<file path="src/design/ldl_pkg.sv">
`default_nettype none

package ldl_pkg;

    //////////////////////////////////////////////////
    // sizes
    //////////////////////////////////////////////////

    // matrix order
    localparam int dim = 4;
    localparam int idx_w = $clog2(dim);

    localparam int word_w = 16;
    typedef logic [word_w-1:0] word_t;

    localparam int addr_w = 5;
    typedef logic [addr_w-1:0] addr_t;

    //////////////////////////////////////////////////
    // work memory map, in words
    //////////////////////////////////////////////////

    // L row-major, unit diagonal implied
    localparam int l_base = 0;
    // diagonal reciprocals
    localparam int dinv_base = 16;
    // b on entry, x on exit
    localparam int w_base = 20;
    localparam int mem_depth = 24;

    //////////////////////////////////////////////////
    // apb registers, byte offsets
    //////////////////////////////////////////////////

    // bit 0 starts a solve
    localparam logic [7:0] reg_ctrl = 8'h80;
    // bit 0 busy, bit 1 done
    localparam logic [7:0] reg_status = 8'h84;

    // sequencer phases
    typedef enum logic [1:0] {
        idle,
        forward,
        scale,
        backward
    } phase_t;

endpackage

`default_nettype wire

</file>
<file path="src/design/mem_bus_if.sv">
`timescale 1ns/1ps
`default_nettype none

interface mem_bus_if;
    import ldl_pkg::*;

    // request side, held until gnt
    logic  req;
    logic  we;
    addr_t addr;
    word_t wdata;

    // return side
    logic  gnt;
    word_t rdata;
    // read data valid, one cycle after a granted read
    logic  rvalid;

    modport master (
        output req, we, addr, wdata,
        input  gnt, rdata, rvalid
    );

    modport arbiter (
        input  req, we, addr, wdata,
        output gnt, rdata, rvalid
    );

endinterface

`default_nettype wire

</file>
<file path="src/design/solver_mem.sv">
`timescale 1ns/1ps
`default_nettype none

module solver_mem (
    input  logic          clk,
    input  logic          we,
    input  ldl_pkg::addr_t addr,
    input  ldl_pkg::word_t wdata,
    output ldl_pkg::word_t rdata
);
    import ldl_pkg::*;

    word_t mem [mem_depth];
    logic  in_range;

    // the address space is wider than the array
    assign in_range = (addr < addr_t'(mem_depth));

    //////////////////////////////////////////////////
    // write port
    //////////////////////////////////////////////////

    always_ff @(posedge clk) begin
        if (we && in_range) begin
            mem[addr] <= wdata;
        end
    end

    //////////////////////////////////////////////////
    // registered read, every cycle
    //////////////////////////////////////////////////

    always_ff @(posedge clk) begin
        if (in_range) begin
            rdata <= mem[addr];
        end else begin
            // unmapped words read as zero
            rdata <= '0;
        end
    end

endmodule

`default_nettype wire

</file>
<file path="src/design/mem_arbiter.sv">
`timescale 1ns/1ps
`default_nettype none

module mem_arbiter (
    input  logic           clk,
    input  logic           rst,
    mem_bus_if.arbiter     tri_bus,
    mem_bus_if.arbiter     diag_bus,
    mem_bus_if.arbiter     host_bus,
    output logic           mem_we,
    output ldl_pkg::addr_t mem_addr,
    output ldl_pkg::word_t mem_wdata,
    input  ldl_pkg::word_t mem_rdata
);
    import ldl_pkg::*;

    logic gnt_tri, gnt_diag, gnt_host;
    // which master owns the read now in flight
    logic [2:0] rd_owner;

    // fixed priority: tri, diag, host
    assign gnt_tri  = tri_bus.req;
    assign gnt_diag = diag_bus.req && !tri_bus.req;
    assign gnt_host = host_bus.req && !tri_bus.req && !diag_bus.req;

    assign tri_bus.gnt  = gnt_tri;
    assign diag_bus.gnt = gnt_diag;
    assign host_bus.gnt = gnt_host;

    always_comb begin
        if (gnt_tri) begin
            mem_we    = tri_bus.we;
            mem_addr  = tri_bus.addr;
            mem_wdata = tri_bus.wdata;
        end else if (gnt_diag) begin
            mem_we    = diag_bus.we;
            mem_addr  = diag_bus.addr;
            mem_wdata = diag_bus.wdata;
        end else begin
            // host drives the port when nobody asks, write only on grant
            mem_we    = gnt_host && host_bus.we;
            mem_addr  = host_bus.addr;
            mem_wdata = host_bus.wdata;
        end
    end

    always_ff @(posedge clk) begin
        if (rst) begin
            rd_owner <= '0;
        end else begin
            rd_owner <= {gnt_host && !host_bus.we,
                         gnt_diag && !diag_bus.we,
                         gnt_tri && !tri_bus.we};
        end
    end

    // read data goes to everyone, rvalid only to the owner
    assign tri_bus.rdata   = mem_rdata;
    assign diag_bus.rdata  = mem_rdata;
    assign host_bus.rdata  = mem_rdata;
    assign tri_bus.rvalid  = rd_owner[0];
    assign diag_bus.rvalid = rd_owner[1];
    assign host_bus.rvalid = rd_owner[2];

endmodule

`default_nettype wire

</file>
<file path="src/design/tri_solver.sv">
`timescale 1ns/1ps
`default_nettype none

module tri_solver (
    input  logic      clk,
    input  logic      rst,
    input  logic      fwd_start,
    input  logic      bwd_start,
    output logic      tri_done,
    mem_bus_if.master mem
);
    import ldl_pkg::*;

    typedef enum logic [2:0] {
        t_idle,
        t_rd_wi,
        t_rd_l,
        t_rd_wj,
        t_wr_wi
    } tri_state_t;

    tri_state_t       state;
    logic             waiting;
    logic             bwd;
    logic [idx_w-1:0] i;
    logic [idx_w-1:0] j;
    word_t            acc;
    word_t            lval;
    logic             has_terms;
    logic             last_term;
    logic             last_row;

    // forward walks j below i, backward walks j above i
    assign has_terms = bwd ? (i != idx_w'(dim - 1)) : (i != '0);
    assign last_term = bwd ? (j == idx_w'(dim - 1)) : (j == i - 1'b1);
    assign last_row  = bwd ? (i == '0) : (i == idx_w'(dim - 1));

    //////////////////////////////////////////////////
    // memory request
    //////////////////////////////////////////////////

    always_comb begin
        mem.req   = (state != t_idle) && !waiting;
        mem.we    = (state == t_wr_wi);
        mem.wdata = acc;
        case (state)
            // backward reads L transposed, so by columns
            t_rd_l:  mem.addr = bwd ? addr_t'(l_base + j * dim + i)
                                    : addr_t'(l_base + i * dim + j);
            t_rd_wj: mem.addr = addr_t'(w_base + j);
            default: mem.addr = addr_t'(w_base + i);
        endcase
    end

    //////////////////////////////////////////////////
    // row loop
    //////////////////////////////////////////////////

    always_ff @(posedge clk) begin
        if (rst) begin
            state    <= t_idle;
            waiting  <= 1'b0;
            tri_done <= 1'b0;
            bwd      <= 1'b0;
            i        <= '0;
            j        <= '0;
        end else begin
            tri_done <= 1'b0;
            // a granted read waits one cycle for its data
            if (mem.gnt && state != t_wr_wi) begin
                waiting <= 1'b1;
            end
            if (mem.rvalid) begin
                waiting <= 1'b0;
            end
            case (state)
                t_idle: begin
                    if (fwd_start || bwd_start) begin
                        bwd   <= bwd_start;
                        i     <= bwd_start ? idx_w'(dim - 1) : '0;
                        state <= t_rd_wi;
                    end
                end
                t_rd_wi: begin
                    if (mem.rvalid) begin
                        acc   <= mem.rdata;
                        j     <= bwd ? i + 1'b1 : '0;
                        state <= has_terms ? t_rd_l : t_wr_wi;
                    end
                end
                t_rd_l: begin
                    if (mem.rvalid) begin
                        lval  <= mem.rdata;
                        state <= t_rd_wj;
                    end
                end
                t_rd_wj: begin
                    if (mem.rvalid) begin
                        acc <= word_t'(acc - lval * mem.rdata);
                        if (last_term) begin
                            state <= t_wr_wi;
                        end else begin
                            j     <= j + 1'b1;
                            state <= t_rd_l;
                        end
                    end
                end
                t_wr_wi: begin
                    if (mem.gnt) begin
                        if (last_row) begin
                            tri_done <= 1'b1;
                            state    <= t_idle;
                        end else begin
                            i     <= bwd ? i - 1'b1 : i + 1'b1;
                            state <= t_rd_wi;
                        end
                    end
                end
                default: state <= t_idle;
            endcase
        end
    end

endmodule

`default_nettype wire

</file>
<file path="src/design/diag_scaler.sv">
`timescale 1ns/1ps
`default_nettype none

module diag_scaler (
    input  logic      clk,
    input  logic      rst,
    input  logic      scale_start,
    output logic      scale_done,
    mem_bus_if.master mem
);
    import ldl_pkg::*;

    typedef enum logic [1:0] {
        d_idle,
        d_rd_w,
        d_rd_d,
        d_wr
    } diag_state_t;

    diag_state_t      state;
    logic             waiting;
    logic [idx_w-1:0] i;
    // holds w[i], then the scaled value
    word_t            acc;

    assign mem.req   = (state != d_idle) && !waiting;
    assign mem.we    = (state == d_wr);
    assign mem.wdata = acc;
    assign mem.addr  = (state == d_rd_d) ? addr_t'(dinv_base + i) : addr_t'(w_base + i);

    always_ff @(posedge clk) begin
        if (rst) begin
            state      <= d_idle;
            waiting    <= 1'b0;
            scale_done <= 1'b0;
            i          <= '0;
        end else begin
            scale_done <= 1'b0;
            if (mem.gnt && state != d_wr) begin
                waiting <= 1'b1;
            end
            if (mem.rvalid) begin
                waiting <= 1'b0;
            end
            case (state)
                d_idle: begin
                    if (scale_start) begin
                        i     <= '0;
                        state <= d_rd_w;
                    end
                end
                d_rd_w: begin
                    if (mem.rvalid) begin
                        acc   <= mem.rdata;
                        state <= d_rd_d;
                    end
                end
                d_rd_d: begin
                    if (mem.rvalid) begin
                        // low half of the product only
                        acc   <= word_t'(acc * mem.rdata);
                        state <= d_wr;
                    end
                end
                d_wr: begin
                    if (mem.gnt) begin
                        if (i == idx_w'(dim - 1)) begin
                            scale_done <= 1'b1;
                            state      <= d_idle;
                        end else begin
                            i     <= i + 1'b1;
                            state <= d_rd_w;
                        end
                    end
                end
                default: state <= d_idle;
            endcase
        end
    end

endmodule

`default_nettype wire

</file>
<file path="src/design/host_port.sv">
`timescale 1ns/1ps
`default_nettype none

module host_port (
    input  logic        clk,
    input  logic        rst,
    input  logic [7:0]  paddr,
    input  logic        psel,
    input  logic        penable,
    input  logic        pwrite,
    input  logic [31:0] pwdata,
    output logic [31:0] prdata,
    output logic        pready,
    output logic        pslverr,
    output logic        done,
    mem_bus_if.master   mem,
    output logic        fwd_start,
    output logic        bwd_start,
    output logic        scale_start,
    input  logic        tri_done,
    input  logic        scale_done
);
    import ldl_pkg::*;

    typedef enum logic [1:0] {
        h_idle,
        h_req,
        h_rd_wait
    } host_state_t;

    host_state_t hstate;
    phase_t      phase;
    logic        is_mem;
    logic        busy;
    logic        start_wr;

    assign is_mem   = !paddr[7];
    assign busy     = (phase != idle);
    assign start_wr = psel && penable && pwrite && (paddr == reg_ctrl) && pwdata[0];

    //////////////////////////////////////////////////
    // apb decode
    //////////////////////////////////////////////////

    // address and data stay stable through the access phase
    assign mem.req   = (hstate == h_req);
    assign mem.we    = pwrite;
    assign mem.addr  = addr_t'(paddr[addr_w+1:2]);
    assign mem.wdata = pwdata[word_w-1:0];

    assign pready  = is_mem ? ((hstate == h_req && mem.gnt && pwrite) ||
                               (hstate == h_rd_wait && mem.rvalid))
                            : (psel && penable);
    assign pslverr = psel && penable && (paddr > reg_status);
    assign prdata  = is_mem ? {{(32 - word_w){1'b0}}, mem.rdata}
                   : (paddr == reg_status) ? {30'b0, done, busy} : '0;

    // request goes out from the setup cycle
    always_ff @(posedge clk) begin
        if (rst) begin
            hstate <= h_idle;
        end else begin
            case (hstate)
                h_idle:    if (psel && !penable && is_mem) hstate <= h_req;
                h_req:     if (mem.gnt) hstate <= pwrite ? h_idle : h_rd_wait;
                h_rd_wait: if (mem.rvalid) hstate <= h_idle;
                default:   hstate <= h_idle;
            endcase
        end
    end

    //////////////////////////////////////////////////
    // phase sequencer
    //////////////////////////////////////////////////

    always_ff @(posedge clk) begin
        if (rst) begin
            phase       <= idle;
            done        <= 1'b0;
            fwd_start   <= 1'b0;
            scale_start <= 1'b0;
            bwd_start   <= 1'b0;
        end else begin
            fwd_start   <= 1'b0;
            scale_start <= 1'b0;
            bwd_start   <= 1'b0;
            case (phase)
                idle: if (start_wr) begin
                    phase     <= forward;
                    fwd_start <= 1'b1;
                    done      <= 1'b0;
                end
                forward: if (tri_done) begin
                    phase       <= scale;
                    scale_start <= 1'b1;
                end
                scale: if (scale_done) begin
                    phase     <= backward;
                    bwd_start <= 1'b1;
                end
                backward: if (tri_done) begin
                    phase <= idle;
                    done  <= 1'b1;
                end
                default: phase <= idle;
            endcase
        end
    end

endmodule

`default_nettype wire

</file>
<file path="src/design/ldl_solve_top.sv">
`timescale 1ns/1ps
`default_nettype none

module ldl_solve_top (
    input  logic        clk,
    input  logic        rst,
    input  logic [7:0]  paddr,
    input  logic        psel,
    input  logic        penable,
    input  logic        pwrite,
    input  logic [31:0] pwdata,
    output logic [31:0] prdata,
    output logic        pready,
    output logic        pslverr,
    output logic        done
);
    import ldl_pkg::*;

    logic  fwd_start;
    logic  bwd_start;
    logic  scale_start;
    logic  tri_done;
    logic  scale_done;
    logic  mem_we;
    addr_t mem_addr;
    word_t mem_wdata;
    word_t mem_rdata;

    //////////////////////////////////////////////////
    // one link per memory master
    //////////////////////////////////////////////////

    mem_bus_if host_bus ();
    mem_bus_if tri_bus ();
    mem_bus_if diag_bus ();

    host_port host_port_i (
        .clk         (clk),
        .rst         (rst),
        .paddr       (paddr),
        .psel        (psel),
        .penable     (penable),
        .pwrite      (pwrite),
        .pwdata      (pwdata),
        .prdata      (prdata),
        .pready      (pready),
        .pslverr     (pslverr),
        .done        (done),
        .mem         (host_bus.master),
        .fwd_start   (fwd_start),
        .bwd_start   (bwd_start),
        .scale_start (scale_start),
        .tri_done    (tri_done),
        .scale_done  (scale_done)
    );

    tri_solver tri_solver_i (
        .clk       (clk),
        .rst       (rst),
        .fwd_start (fwd_start),
        .bwd_start (bwd_start),
        .tri_done  (tri_done),
        .mem       (tri_bus.master)
    );

    diag_scaler diag_scaler_i (
        .clk         (clk),
        .rst         (rst),
        .scale_start (scale_start),
        .scale_done  (scale_done),
        .mem         (diag_bus.master)
    );

    mem_arbiter mem_arbiter_i (
        .clk       (clk),
        .rst       (rst),
        .tri_bus   (tri_bus.arbiter),
        .diag_bus  (diag_bus.arbiter),
        .host_bus  (host_bus.arbiter),
        .mem_we    (mem_we),
        .mem_addr  (mem_addr),
        .mem_wdata (mem_wdata),
        .mem_rdata (mem_rdata)
    );

    solver_mem solver_mem_i (
        .clk   (clk),
        .we    (mem_we),
        .addr  (mem_addr),
        .wdata (mem_wdata),
        .rdata (mem_rdata)
    );

endmodule

`default_nettype wire

</file>
<file path="config.mk">
export PLATFORM = sky130hd
export DESIGN_NAME = ldl_solve_top
export DESIGN_NICKNAME = d
export VERILOG_FILES = /design/src/design/ldl_pkg.sv /design/src/design/mem_bus_if.sv /design/src/design/solver_mem.sv /design/src/design/mem_arbiter.sv /design/src/design/tri_solver.sv /design/src/design/diag_scaler.sv /design/src/design/host_port.sv /design/src/design/ldl_solve_top.sv
export SDC_FILE = /design/constraint.sdc
export NUM_CORES = 1
export LEC_CHECK = 0
export BUFFER_PORTS_ARGS = -buffer_cell sky130_fd_sc_hd__buf_4
export CAP_MARGIN = 10
export CORE_MARGIN = 2
export CORE_UTILIZATION = 56
export CTS_BUF_LIST = sky130_fd_sc_hd__clkbuf_4 sky130_fd_sc_hd__clkbuf_8 sky130_fd_sc_hd__clkbuf_16
export DETAILED_ROUTE_END_ITERATION = 10
export PLACE_DENSITY = 0.73
export SLEW_MARGIN = 20
export SYNTH_ARGS = -nofsm -noshare
export SYNTH_HDL_FRONTEND = slang
export SYNTH_SLANG_ARGS = --single-unit
export TNS_END_PERCENT = 1
</file>
<file path="constraint.sdc">
create_clock -name clk -period 14.45 [get_ports clk]
set_clock_uncertainty 0.15 [all_clocks]
set_input_delay 2.1675 -clock clk [delete_from_list [all_inputs] [get_ports clk]]
set_output_delay 2.1675 -clock clk [all_outputs]
set_load 0.05 [all_outputs]
</file>
Word-level counts from Yosys, hierarchy flattened
Memory sizes are Yosys's and may differ from the RTL's. A register that Yosys moved wholly into a read port is not among the register bits.
Cells that the tools add are included.
{"block": "word_totals", "reg_bits": 75, "ram_bits": 384, "word_cells": 222, "memories": 1}
{"name": "solver_mem_i.mem", "words": 24, "width": 16, "rd": 1, "rd_ports_with_merged_regs": 1, "write_ports": 1, "line": "solver_mem.sv:13", "rtl": "word_t mem [mem_depth];"}
{"block": "classes", "addsub": 11, "multipliers": 2, "magnitude_cmp": 2, "eq_ne": 40, "mux": 71, "bitwise": 8, "reduce_logical": 67}
{"cell": "$mux 16", "count": 6}
{"cell": "$pmux 16 s2", "count": 2}
{"cell": "$mux 2", "count": 25}
{"cell": "$mul 16x16->16", "count": 2}
{"cell": "$mux 32", "count": 1}
{"cell": "$reduce_and 4->1", "count": 7}
{"cell": "$ne 2x1->1 const B", "count": 12}
{"cell": "$logic_and 1x1->1", "count": 22}
{"cell": "$mux 3", "count": 7}
{"cell": "$add 5x2->5 const A", "count": 4}
{"cell": "$mux 5", "count": 4}
{"cell": "$ne 2x2->1 const B", "count": 9}
{"cell": "$mux 1", "count": 17}
{"cell": "$eq 2x2->1 const B", "count": 8}
{"cell": "$eq 8x8->1 const B", "count": 2}
{"cell": "$pmux 2 s4", "count": 2}
{"cell": "$reduce_bool 2->1", "count": 8}
{"cell": "$sub 16x16->16", "count": 1}
{"cell": "$pmux 3 s5", "count": 1}
{"cell": "$pmux 2 s2", "count": 3}
{"cell": "$add 4x2->5", "count": 2}
{"cell": "$logic_not 1->1", "count": 10}
{"cell": "$pmux 5 s2", "count": 1}
{"cell": "$reduce_or 2->1", "count": 5}
{"cell": "21 further kinds", "count": 40}

Depth between registers and ports, before layout
Gate-level depths: netlist (run 1).
{"block": "logic_depth", "depth_word": 11, "mapped_depth": 22}

Cells and area by module
From an unflattened synthesis (run 1), not the netlist that was laid out.
{"block": "unflattened", "cells_unflattened": 2269, "hier_area_um2": 28531.1}
{"module": "solver_mem", "n_inst": 1, "cells_each": 770, "area_per_inst_um2": 15177.1, "seq_area_each_um2": 11851.4}
{"module": "tri_solver", "n_inst": 1, "cells_each": 705, "area_per_inst_um2": 6502.5, "seq_area_each_um2": 1161.1}
{"module": "diag_scaler", "n_inst": 1, "cells_each": 542, "area_per_inst_um2": 4958.5, "seq_area_each_um2": 600.6}
{"module": "mem_arbiter", "n_inst": 1, "cells_each": 132, "area_per_inst_um2": 985.9, "seq_area_each_um2": 60.1}
{"module": "host_port", "n_inst": 1, "cells_each": 120, "area_per_inst_um2": 907.1, "seq_area_each_um2": 160.2}

Worst setup path before layout (run 1)
No wires, ideal clock.
{"block": "synth_timing", "kind": "input-to-output", "startpoint": "in paddr[3]", "endpoint": "out prdata[1]", "arrival_ns": 3.888, "setup_slack_ns": 8.245, "stages": 4, "path_buffers": 0, "cell_sequence": "or4_1 nor3_1 nand2_1 o22ai_1"}
{"block": "synth_between", "elab_chain_len": 3}
{"element": "start, declared", "line": "ldl_solve_top.sv:7", "rtl": "input logic [7:0] paddr,"}
{"element": "$eq 8x8->1", "line": "host_port.sv:56", "rtl": ": (paddr == reg_status) ? {30'b0, done, busy} : '0;"}
{"element": "$mux 2", "line": "host_port.sv:56"}
{"element": "$mux 32", "line": "host_port.sv:55", "rtl": "assign prdata = is_mem ? {{(32 - word_w){1'b0}}, mem.rdata}"}
{"element": "end, declared", "line": "ldl_solve_top.sv:12", "rtl": "output logic [31:0] prdata,"}
Every way passes these cells.

Worst setup path in the final report (run 1)
{"block": "layout_timing", "startpoint": "in paddr[3]", "endpoint": "out pslverr"}
{"block": "layout_between", "elab_chain_len": 2}
{"element": "$gt 8x8->1", "line": "host_port.sv:54", "rtl": "assign pslverr = psel && penable && (paddr > reg_status);"}
{"element": "$logic_and 1x1->1", "line": "host_port.sv:54"}
{"element": "end, declared", "line": "ldl_solve_top.sv:14", "rtl": "output logic pslverr,"}
Every way passes these cells.

==> qor.yml, run 1 <==
sta:
  tightest_slew_ps: 1090
  period_needed_ps: 6450
  rsz0062_at_grt: "no"
  maxSlewViolCount: 0
  hold_violations: 0
  timing.hold.ws_ps: 266
  maxSlewHeadroom_pct: 27.6
  fmax_ghz: 0.155
  setup_tns_ps: 0
  fin_crit_sh_pct: 44.6
  fin_ws_ps: 8000
  finalSetupViolCount: 0
routing:
  drtIter0Drc: 1633
  ant_nets: 0
  vias_per_cell: 5.88
  firstDrtPassIters: 6
  wl_per_cell_microns: 21.9
  drc: 0
  vias: 18682
  drt_wl_total_microns: 69600
cts:
  cts_tree: "yes"
  holdBufCountCts: 0
  htreeDepth: 2
  clock_latency_ps: 590
  post_cts_buffers: 0
  tritoncts_num_sinks: 475
  cts_buffer_depth: 3
  clk_pin_slew_ps: 70
  root_buffer: "clkbuf_16"
  cts-resized-gates: 0
  cts_made_buffers: 47
yosys:
  synth_ff_type: "edfxtp_1"
  ys_seq_elements: 475
  yosysTopAreaCellShare_pct: 45.7
  synthArstFlopShare_pct: 0
  synth_cells: 2433
  synthDistinctLibCells: 65
  synthTopCellsByArea: "edfxtp_1 (46%), fa_1 (12%), ha_1 (5.0%)"
  synth_area_sq_um: 28400
  syn_avg_cell_area_sq_um: 11.7
  yosysTopAreaCell: "edfxtp_1"
  synth_seq_area_share_pct: 48.8
  yosys_warnings: 0
  synth_edf_count: 432
placed_design:
  pre_cts_ws_ps: 8070
  io_buffer_count: 47
  place.gp.congestion: 0.886
  dp_hpwl_microns: 44100
layout:
  multi_input_area_sq_um: 13000
  fillers: 3882
  synthToLayoutAreaGrowth_pct: 9.59
  seq_area_sq_um: 13800
  nNetsFinal: 2796
  drive_gt1_share_pct: 10.3
global_route:
  grt_pass1_vias: 18852
  gr-usage-all-layers_pct: 26.8
  grt_max_degree: 102
  antenna_found_initial: 1
  grt_pass1_wl_microns: 107000
  overflow: 0
job:
  cap_violations: 0
die:
  ioPinCount: 80
  rows: 82
  die_x_microns: 229
  dieArea_sq_um: 52500
  die_h_microns: 229
  core_sq_um: 50100
  start_util_pct: 56.6
setup_path:
  path_cells: "buf_4 -> or4_1 -> nor3_1 -> a311oi_1 -> buf_4"
  critPathMaxFanout: 4
  path_class: "input pin to output pin"
  worstPathRequired_ps: 12130
  crit_slowest_cell: "or4_1"
  worstSetupStartpointType: "input pin"
  arrival_ps: 4130
  path_common_cell: "buf_4"
  max_stage_delay_ps: 590
  endpoint_kind: "output pin"
run_status:
  status: "completed"
worst_hold_path:
  hp-class: "register to register"
## final cells by class
cell class | count | area share (%)
Antenna cell | 2 | 0.0161
Clock inverter | 28 | 0.817
Tap cell | 672 | 2.71
Multi-Input combinational cell | 1559 | 41.8
Inverter | 268 | 3.24
Sequential cell | 475 | 44.5
Clock buffer | 60 | 4.17
Timing Repair Buffer | 111 | 2.75
## state kept, by name, summed over array words and instances, names as in the netlist, 2 cells and up
register and flops:
diag_scaler_i.i 2, diag_scaler_i.mem.wdata 16, diag_scaler_i.state 2, host_port_i.hstate 2, host_port_i.phase 2, mem_arbiter_i.rd_owner 3
solver_mem_i.mem 384, solver_mem_i.rdata 16, tri_solver_i.i 2, tri_solver_i.j 2, tri_solver_i.lval 16, tri_solver_i.mem.wdata 16
tri_solver_i.state 3
## path summary, 6_finish.rpt
path	slack [ps]	from	to	cells after the start
setup / recovery	8000	paddr[3]	pslverr	5
hold / removal	270	mem_arbiter_i.rd_owner[1]	diag_scaler_i.waiting	1
setup reg to reg	8280	tri_solver_i.lval[4]	tri_solver_i.mem.wdata[14]	18
hold reg to reg	270	mem_arbiter_i.rd_owner[1]	diag_scaler_i.waiting	1
## cells in the final DEF (no fill, tap or decap), types with 18 or more instances in the layout
cell,count
mux2_2,47
inv_1,268
o22ai_1,36
nor2_1,80
fa_1,176
nand2_1,356
a211o_1,18
xor2_1,23
mux2i_1,106
buf_4,110
nor3_1,22
clkbuf_16,48
dfxtp_1,43
a21oi_1,65
a21boi_0,26
ha_1,113
edfxtp_1,432
o21ai_0,31
nor2b_1,19
a311o_1,32
and2_1,147
a211oi_1,34
xnor2_1,64
## synth_stat cells (all sizes together), types with 7 or more instances
cell	n
a21boi	34
nor2	80
nand2	357
dfxtp	43
edfxtp	432
o31a	16
ha	113
nand3	11
xor2	23
nor3	22
o22ai	36
fa	176
mux2	47
a31oi	22
a211oi	34
nor2b	19
xnor2	64
o21ai	34
buf	52
a21o	7
mux2i	106
a21oi	65
inv	268
a311o	32
and2	148
o21a	7
a211o	18
clkbuf	94
## critical path: cells and delay by family
family,cells,cell delay [ps]
compound gates,1,380
buf+inv,2,420
simple gates,2,1150
## through the flow
stage          instances  area, sq um  utilization, %
2_1_floorplan       2448        28400               -
3_3_place_gp        3084        29500            58.9
3_5_place_dp        3084        29500            58.9
4_1_cts             3172        31000            62.0
5_1_grt             3173        31100            62.1
6_report            3175        31100            62.1
## metal layers
| layer | vias to the layer above | GRT usage, % | wire (microns) |
|---|---|---|---|
| met1 | 9339 | 35.3 | 27500 |
| met5 | - | 0 | 0 |
| met2 | 841 | 45.1 | 34000 |
| li1 | 8346 | - | - |
| met3 | 156 | 5.48 | 6190 |
| met4 | 0 | 7.67 | 1900 |
## logic make-up (layout without fill, tap and decap cells)
family	Yosys count	count (layout)	synth area share, %
simple gates	681	681	11.2
flops	475	475	48.8
buf+inv	414	467	6.15
compound gates	333	333	8.20
fa+ha+maj	289	289	17.4
mux	153	153	5.61
xor+xnor	87	87	2.69
other cells	1	18	0.0132
Power of run 1 is left out: the tool's default activity adds up to more than one toggle a clock period on the data nets, which glitch-free logic cannot reach.
==> inputs of run 2 (changes only) <==
--- a/config.mk
+++ b/config.mk
@@ -5,6 +5,7 @@
 export SDC_FILE = /design/constraint.sdc
 export NUM_CORES = 1
 export LEC_CHECK = 0
+export ABC_AREA = 1
 export BUFFER_PORTS_ARGS = -buffer_cell sky130_fd_sc_hd__buf_4
 export CAP_MARGIN = 10
 export CORE_MARGIN = 2
==> constraint.sdc (replaced) <==
create_clock -name clk -period 6.6 [get_ports clk]
set_clock_uncertainty 0.15 [all_clocks]
set_input_delay 0.99 -clock clk [delete_from_list [all_inputs] [get_ports clk]]
set_output_delay 0.99 -clock clk [all_outputs]
set_load 0.05 [all_outputs]
==> run 2 against run 1 <==
- worst setup slack lost 7400 ps
- cell count grew 31%
- count of clock-buffer cells in the layout grew 2
- flip-flop and latch count is the same
- critical path type is now register to register
- largest cell class unchanged
- highest routed layer unchanged
==> qor.yml, run 2 <==
run_status:
  status: "completed"
sta:
  fin_crit_sh_pct: 91.5
  finalSetupViolCount: 0  # unchanged
  period_needed_ps: 6040
  hold_violations: 0  # unchanged
  fmax_ghz: 0.166
  maxSlewHeadroom_pct: 29.4  # +1.8 points
  tightest_slew_ps: 1060  # -31.0 ps
  maxSlewViolCount: 0  # unchanged
  rsz0062_at_grt: "no"
  setup_tns_ps: 0  # unchanged
global_route:
  overflow: 0  # unchanged
  grt_pass1_wl_microns: 123000  # +14%
  gr-usage-all-layers_pct: 28.4  # +1.7 points
  antenna_found_initial: 1  # unchanged
  grt_max_degree: 131  # +28%
  grt_pass1_vias: 22372  # +19%
layout:
  largest_reg_flops: 384  # unchanged
  design_area_sq_um: 32600  # +4.9%
  seq_area_sq_um: 13800  # unchanged
  multi_input_area_sq_um: 13300  # +2.1%
  nNetsFinal: 3757  # +34%
  layout_commonest_cell: "nand2_1"
  synthToLayoutAreaGrowth_pct: 9.08
  fillers: 4241  # +9.2%
  layout_common_cells: "nand2_1 (1298), inv_1 (532), edfxtp_1 (432)"
  drive_gt1_share_pct: 7.72  # -2.6 points
  antenna-diode-count: 0  # -2
  top_register: "solver_mem_i.mem"
setup_path:
  critPathTopFamily: "adder cells"
  rr_startpoint: "solver_mem_i.rdata[6]"
  worstPathRequired_ps: 6750  # -5380 ps
  critPathMaxFanout: 12  # +8
  ff2ff_path_depth: 21  # +3
  path_common_cell: "fa_1"
  path_cells: "nand2_1 -> fa_1 -> inv_1 -> fa_1 -> fa_1 -> inv_1 -> fa_1 -> fa_1 -> inv_1 -> fa_1 -> inv_1 -> ha_1 -> a21o_1 -> a31oi_1 -> nand3_1 -> nand2_1 -> inv_1 -> o21ai_0 -> nand3_1 -> nand3_1 -> o21ai_0"
  endpoint_kind: "register"
  worstSetupStartpointType: "register"
  crit_start: "solver_mem_i.rdata[6]"
  rr_endpoint: "tri_solver_i.mem.wdata[14]"
  path_class: "register to register"
  arrival_ps: 6190  # +2060 ps
  r2r_slack_ps: 560  # -7720 ps
  critPathBufInv: 5  # +3
  crit_slowest_cell: "dfxtp_1"
  max_stage_delay_ps: 740  # +150 ps
yosys:
  syn_avg_cell_area_sq_um: 8.77  # -25%
  synth_ff_type: "edfxtp_1"
  yosysTopAreaCellShare_pct: 43.4  # -2.3 points
  ys_seq_elements: 475  # unchanged
  synth_edf_count: 432  # unchanged
  synth_cells: 3408  # +40%
  yosys-top-cells-count: "nand2_1 (1298), inv_1 (533), edfxtp_1 (432)"
  synthDistinctLibCells: 44  # -32%
  synthTopCellsByArea: "edfxtp_1 (43%), nand2_1 (16%), fa_1 (12%)"
  yosys_warnings: 0  # unchanged
  yosysTopAreaCell: "edfxtp_1"
  synth_area_sq_um: 29900  # +5.4%
  synth.most_common_cell: "nand2_1"
  synth_seq_area_share_pct: 46.3  # -2.5 points
  synthArstFlopShare_pct: 0  # unchanged
cts:
  cts-resized-gates: 0  # unchanged
  cts_made_buffers: 46  # -2.1%
  cts_buffer_depth: 3  # unchanged
  cts_tree: "yes"
  clock_latency_ps: 570  # -20 ps
  tritoncts_num_sinks: 475  # unchanged
  root_buffer: "clkbuf_16"
  post_cts_buffers: 0  # unchanged
  holdBufCountCts: 0  # unchanged
  htreeDepth: 2  # unchanged
  clk_pin_slew_ps: 60  # about the same
routing:
  drt_wl_total_microns: 78900  # +13%
  ant_nets: 0  # unchanged
  vias_per_cell: 5.51  # -6.4%
  drtIter0Drc: 2480  # +52%
  vias: 22841  # +22%
  firstDrtPassIters: 6  # unchanged
  wl_per_cell_microns: 19.0  # -13%
  drc: 0  # unchanged
die:
  ioPinCount: 80  # unchanged
  start_util_pct: 56.8  # +0.12 points
  core_sq_um: 52700  # +5.2%
  rows: 84  # +2.4%
  dieArea_sq_um: 55200  # +5.3%
  die_x_microns: 235  # +2.6%
  die_h_microns: 235  # +2.6%
worst_hold_path:
  holdCritStartpoint: "mem_arbiter_i.rd_owner[0]"
  hold_depth: 1  # unchanged
  hp-class: "register to register"
  hold_end: "tri_solver_i.waiting"
placed_design:
  dp_hpwl_microns: 52400  # +19%
  place.gp.congestion: 0.935  # +5.6%
  io_buffer_count: 47  # unchanged
  post_dp_cell_area_sq_um: 31000  # +5.1%
job:
  cap_violations: 0  # unchanged
[run 2: cell types whose count changed after synthesis, moves of 29 or more]
| cell | delta |
|---|---|
| a311o_1 | -32 |
| and2_1 | -147 |
| a211oi_1 | -29 |
| nand3_1 | +246 |
| mux2_2 | -47 |
| xnor2_1 | -55 |
| buf_2 | +46 |
| mux2i_1 | -106 |
| nand2_1 | +942 |
| nor2_1 | +54 |
| inv_1 | +265 |
[run 2: worst reg2reg max path: cells and delay by family (launching register included)]
family	cells	cell delay (ps)
AO/OA/AOI/OAI	4	680
adder cells (fa/ha/maj)	7	3320
buffers and inverters	5	270
flip-flops	1	740
AND/OR/NAND/NOR	5	620
[run 2: worst max path at each step]
stage	end	cells after the start
after detailed placement	tri_solver_i.mem.wdata[14]	21
after CTS	tri_solver_i.mem.wdata[14]	21
after global routing	tri_solver_i.mem.wdata[14]	21
after global placement	tri_solver_i.mem.wdata[14]	21
after floorplan	tri_solver_i.mem.wdata[14]	23
final	tri_solver_i.mem.wdata[14]	21
[run 2: layer usage]
metal	vias to the layer above	GRT usage (%)	share of wire, %
li1	10637	-	-
met1	10896	37.7	39
met2	1099	46.2	47
met3	209	4.64	9.3
met4	0	13.2	4.8
met5	-	0	0
[run 2: cell families after synthesis]
logic type | after synthesis | share of synthesized area (%)
AO/OA/AOI/OAI | 164 | 3.19
XOR/XNOR | 24 | 0.703
adder cells (fa/ha/maj) | 289 | 16.5
buffers and inverters | 720 | 9.85
flip-flops | 475 | 46.3
other | 1 | 0.0125
AND/OR/NAND/NOR | 1735 | 23.4
[run 2: cell type report]
| class | count | area share (%) |
|---|---|---|
| Sequential cell | 475 | 42.4 |
| Multi-Input combinational cell | 2228 | 40.7 |
| Inverter | 544 | 6.27 |
| Clock buffer | 62 | 4.01 |
| Timing Repair Buffer | 128 | 2.99 |
| Tap cell | 688 | 2.64 |
| Clock inverter | 22 | 0.963 |
[run 2: through the flow]
step	hold slack [ps]	util, %	worst slack (ps)	std cells
after detailed placement	256	58.8	647	4063
after CTS	267	61.9	600	4147
after global placement	256	58.8	764	4063
after global routing	286	61.9	259	4147
after floorplan	242	-	917	3423
final	270	61.9	559	4147
Power of run 2 is left out for the same reason.
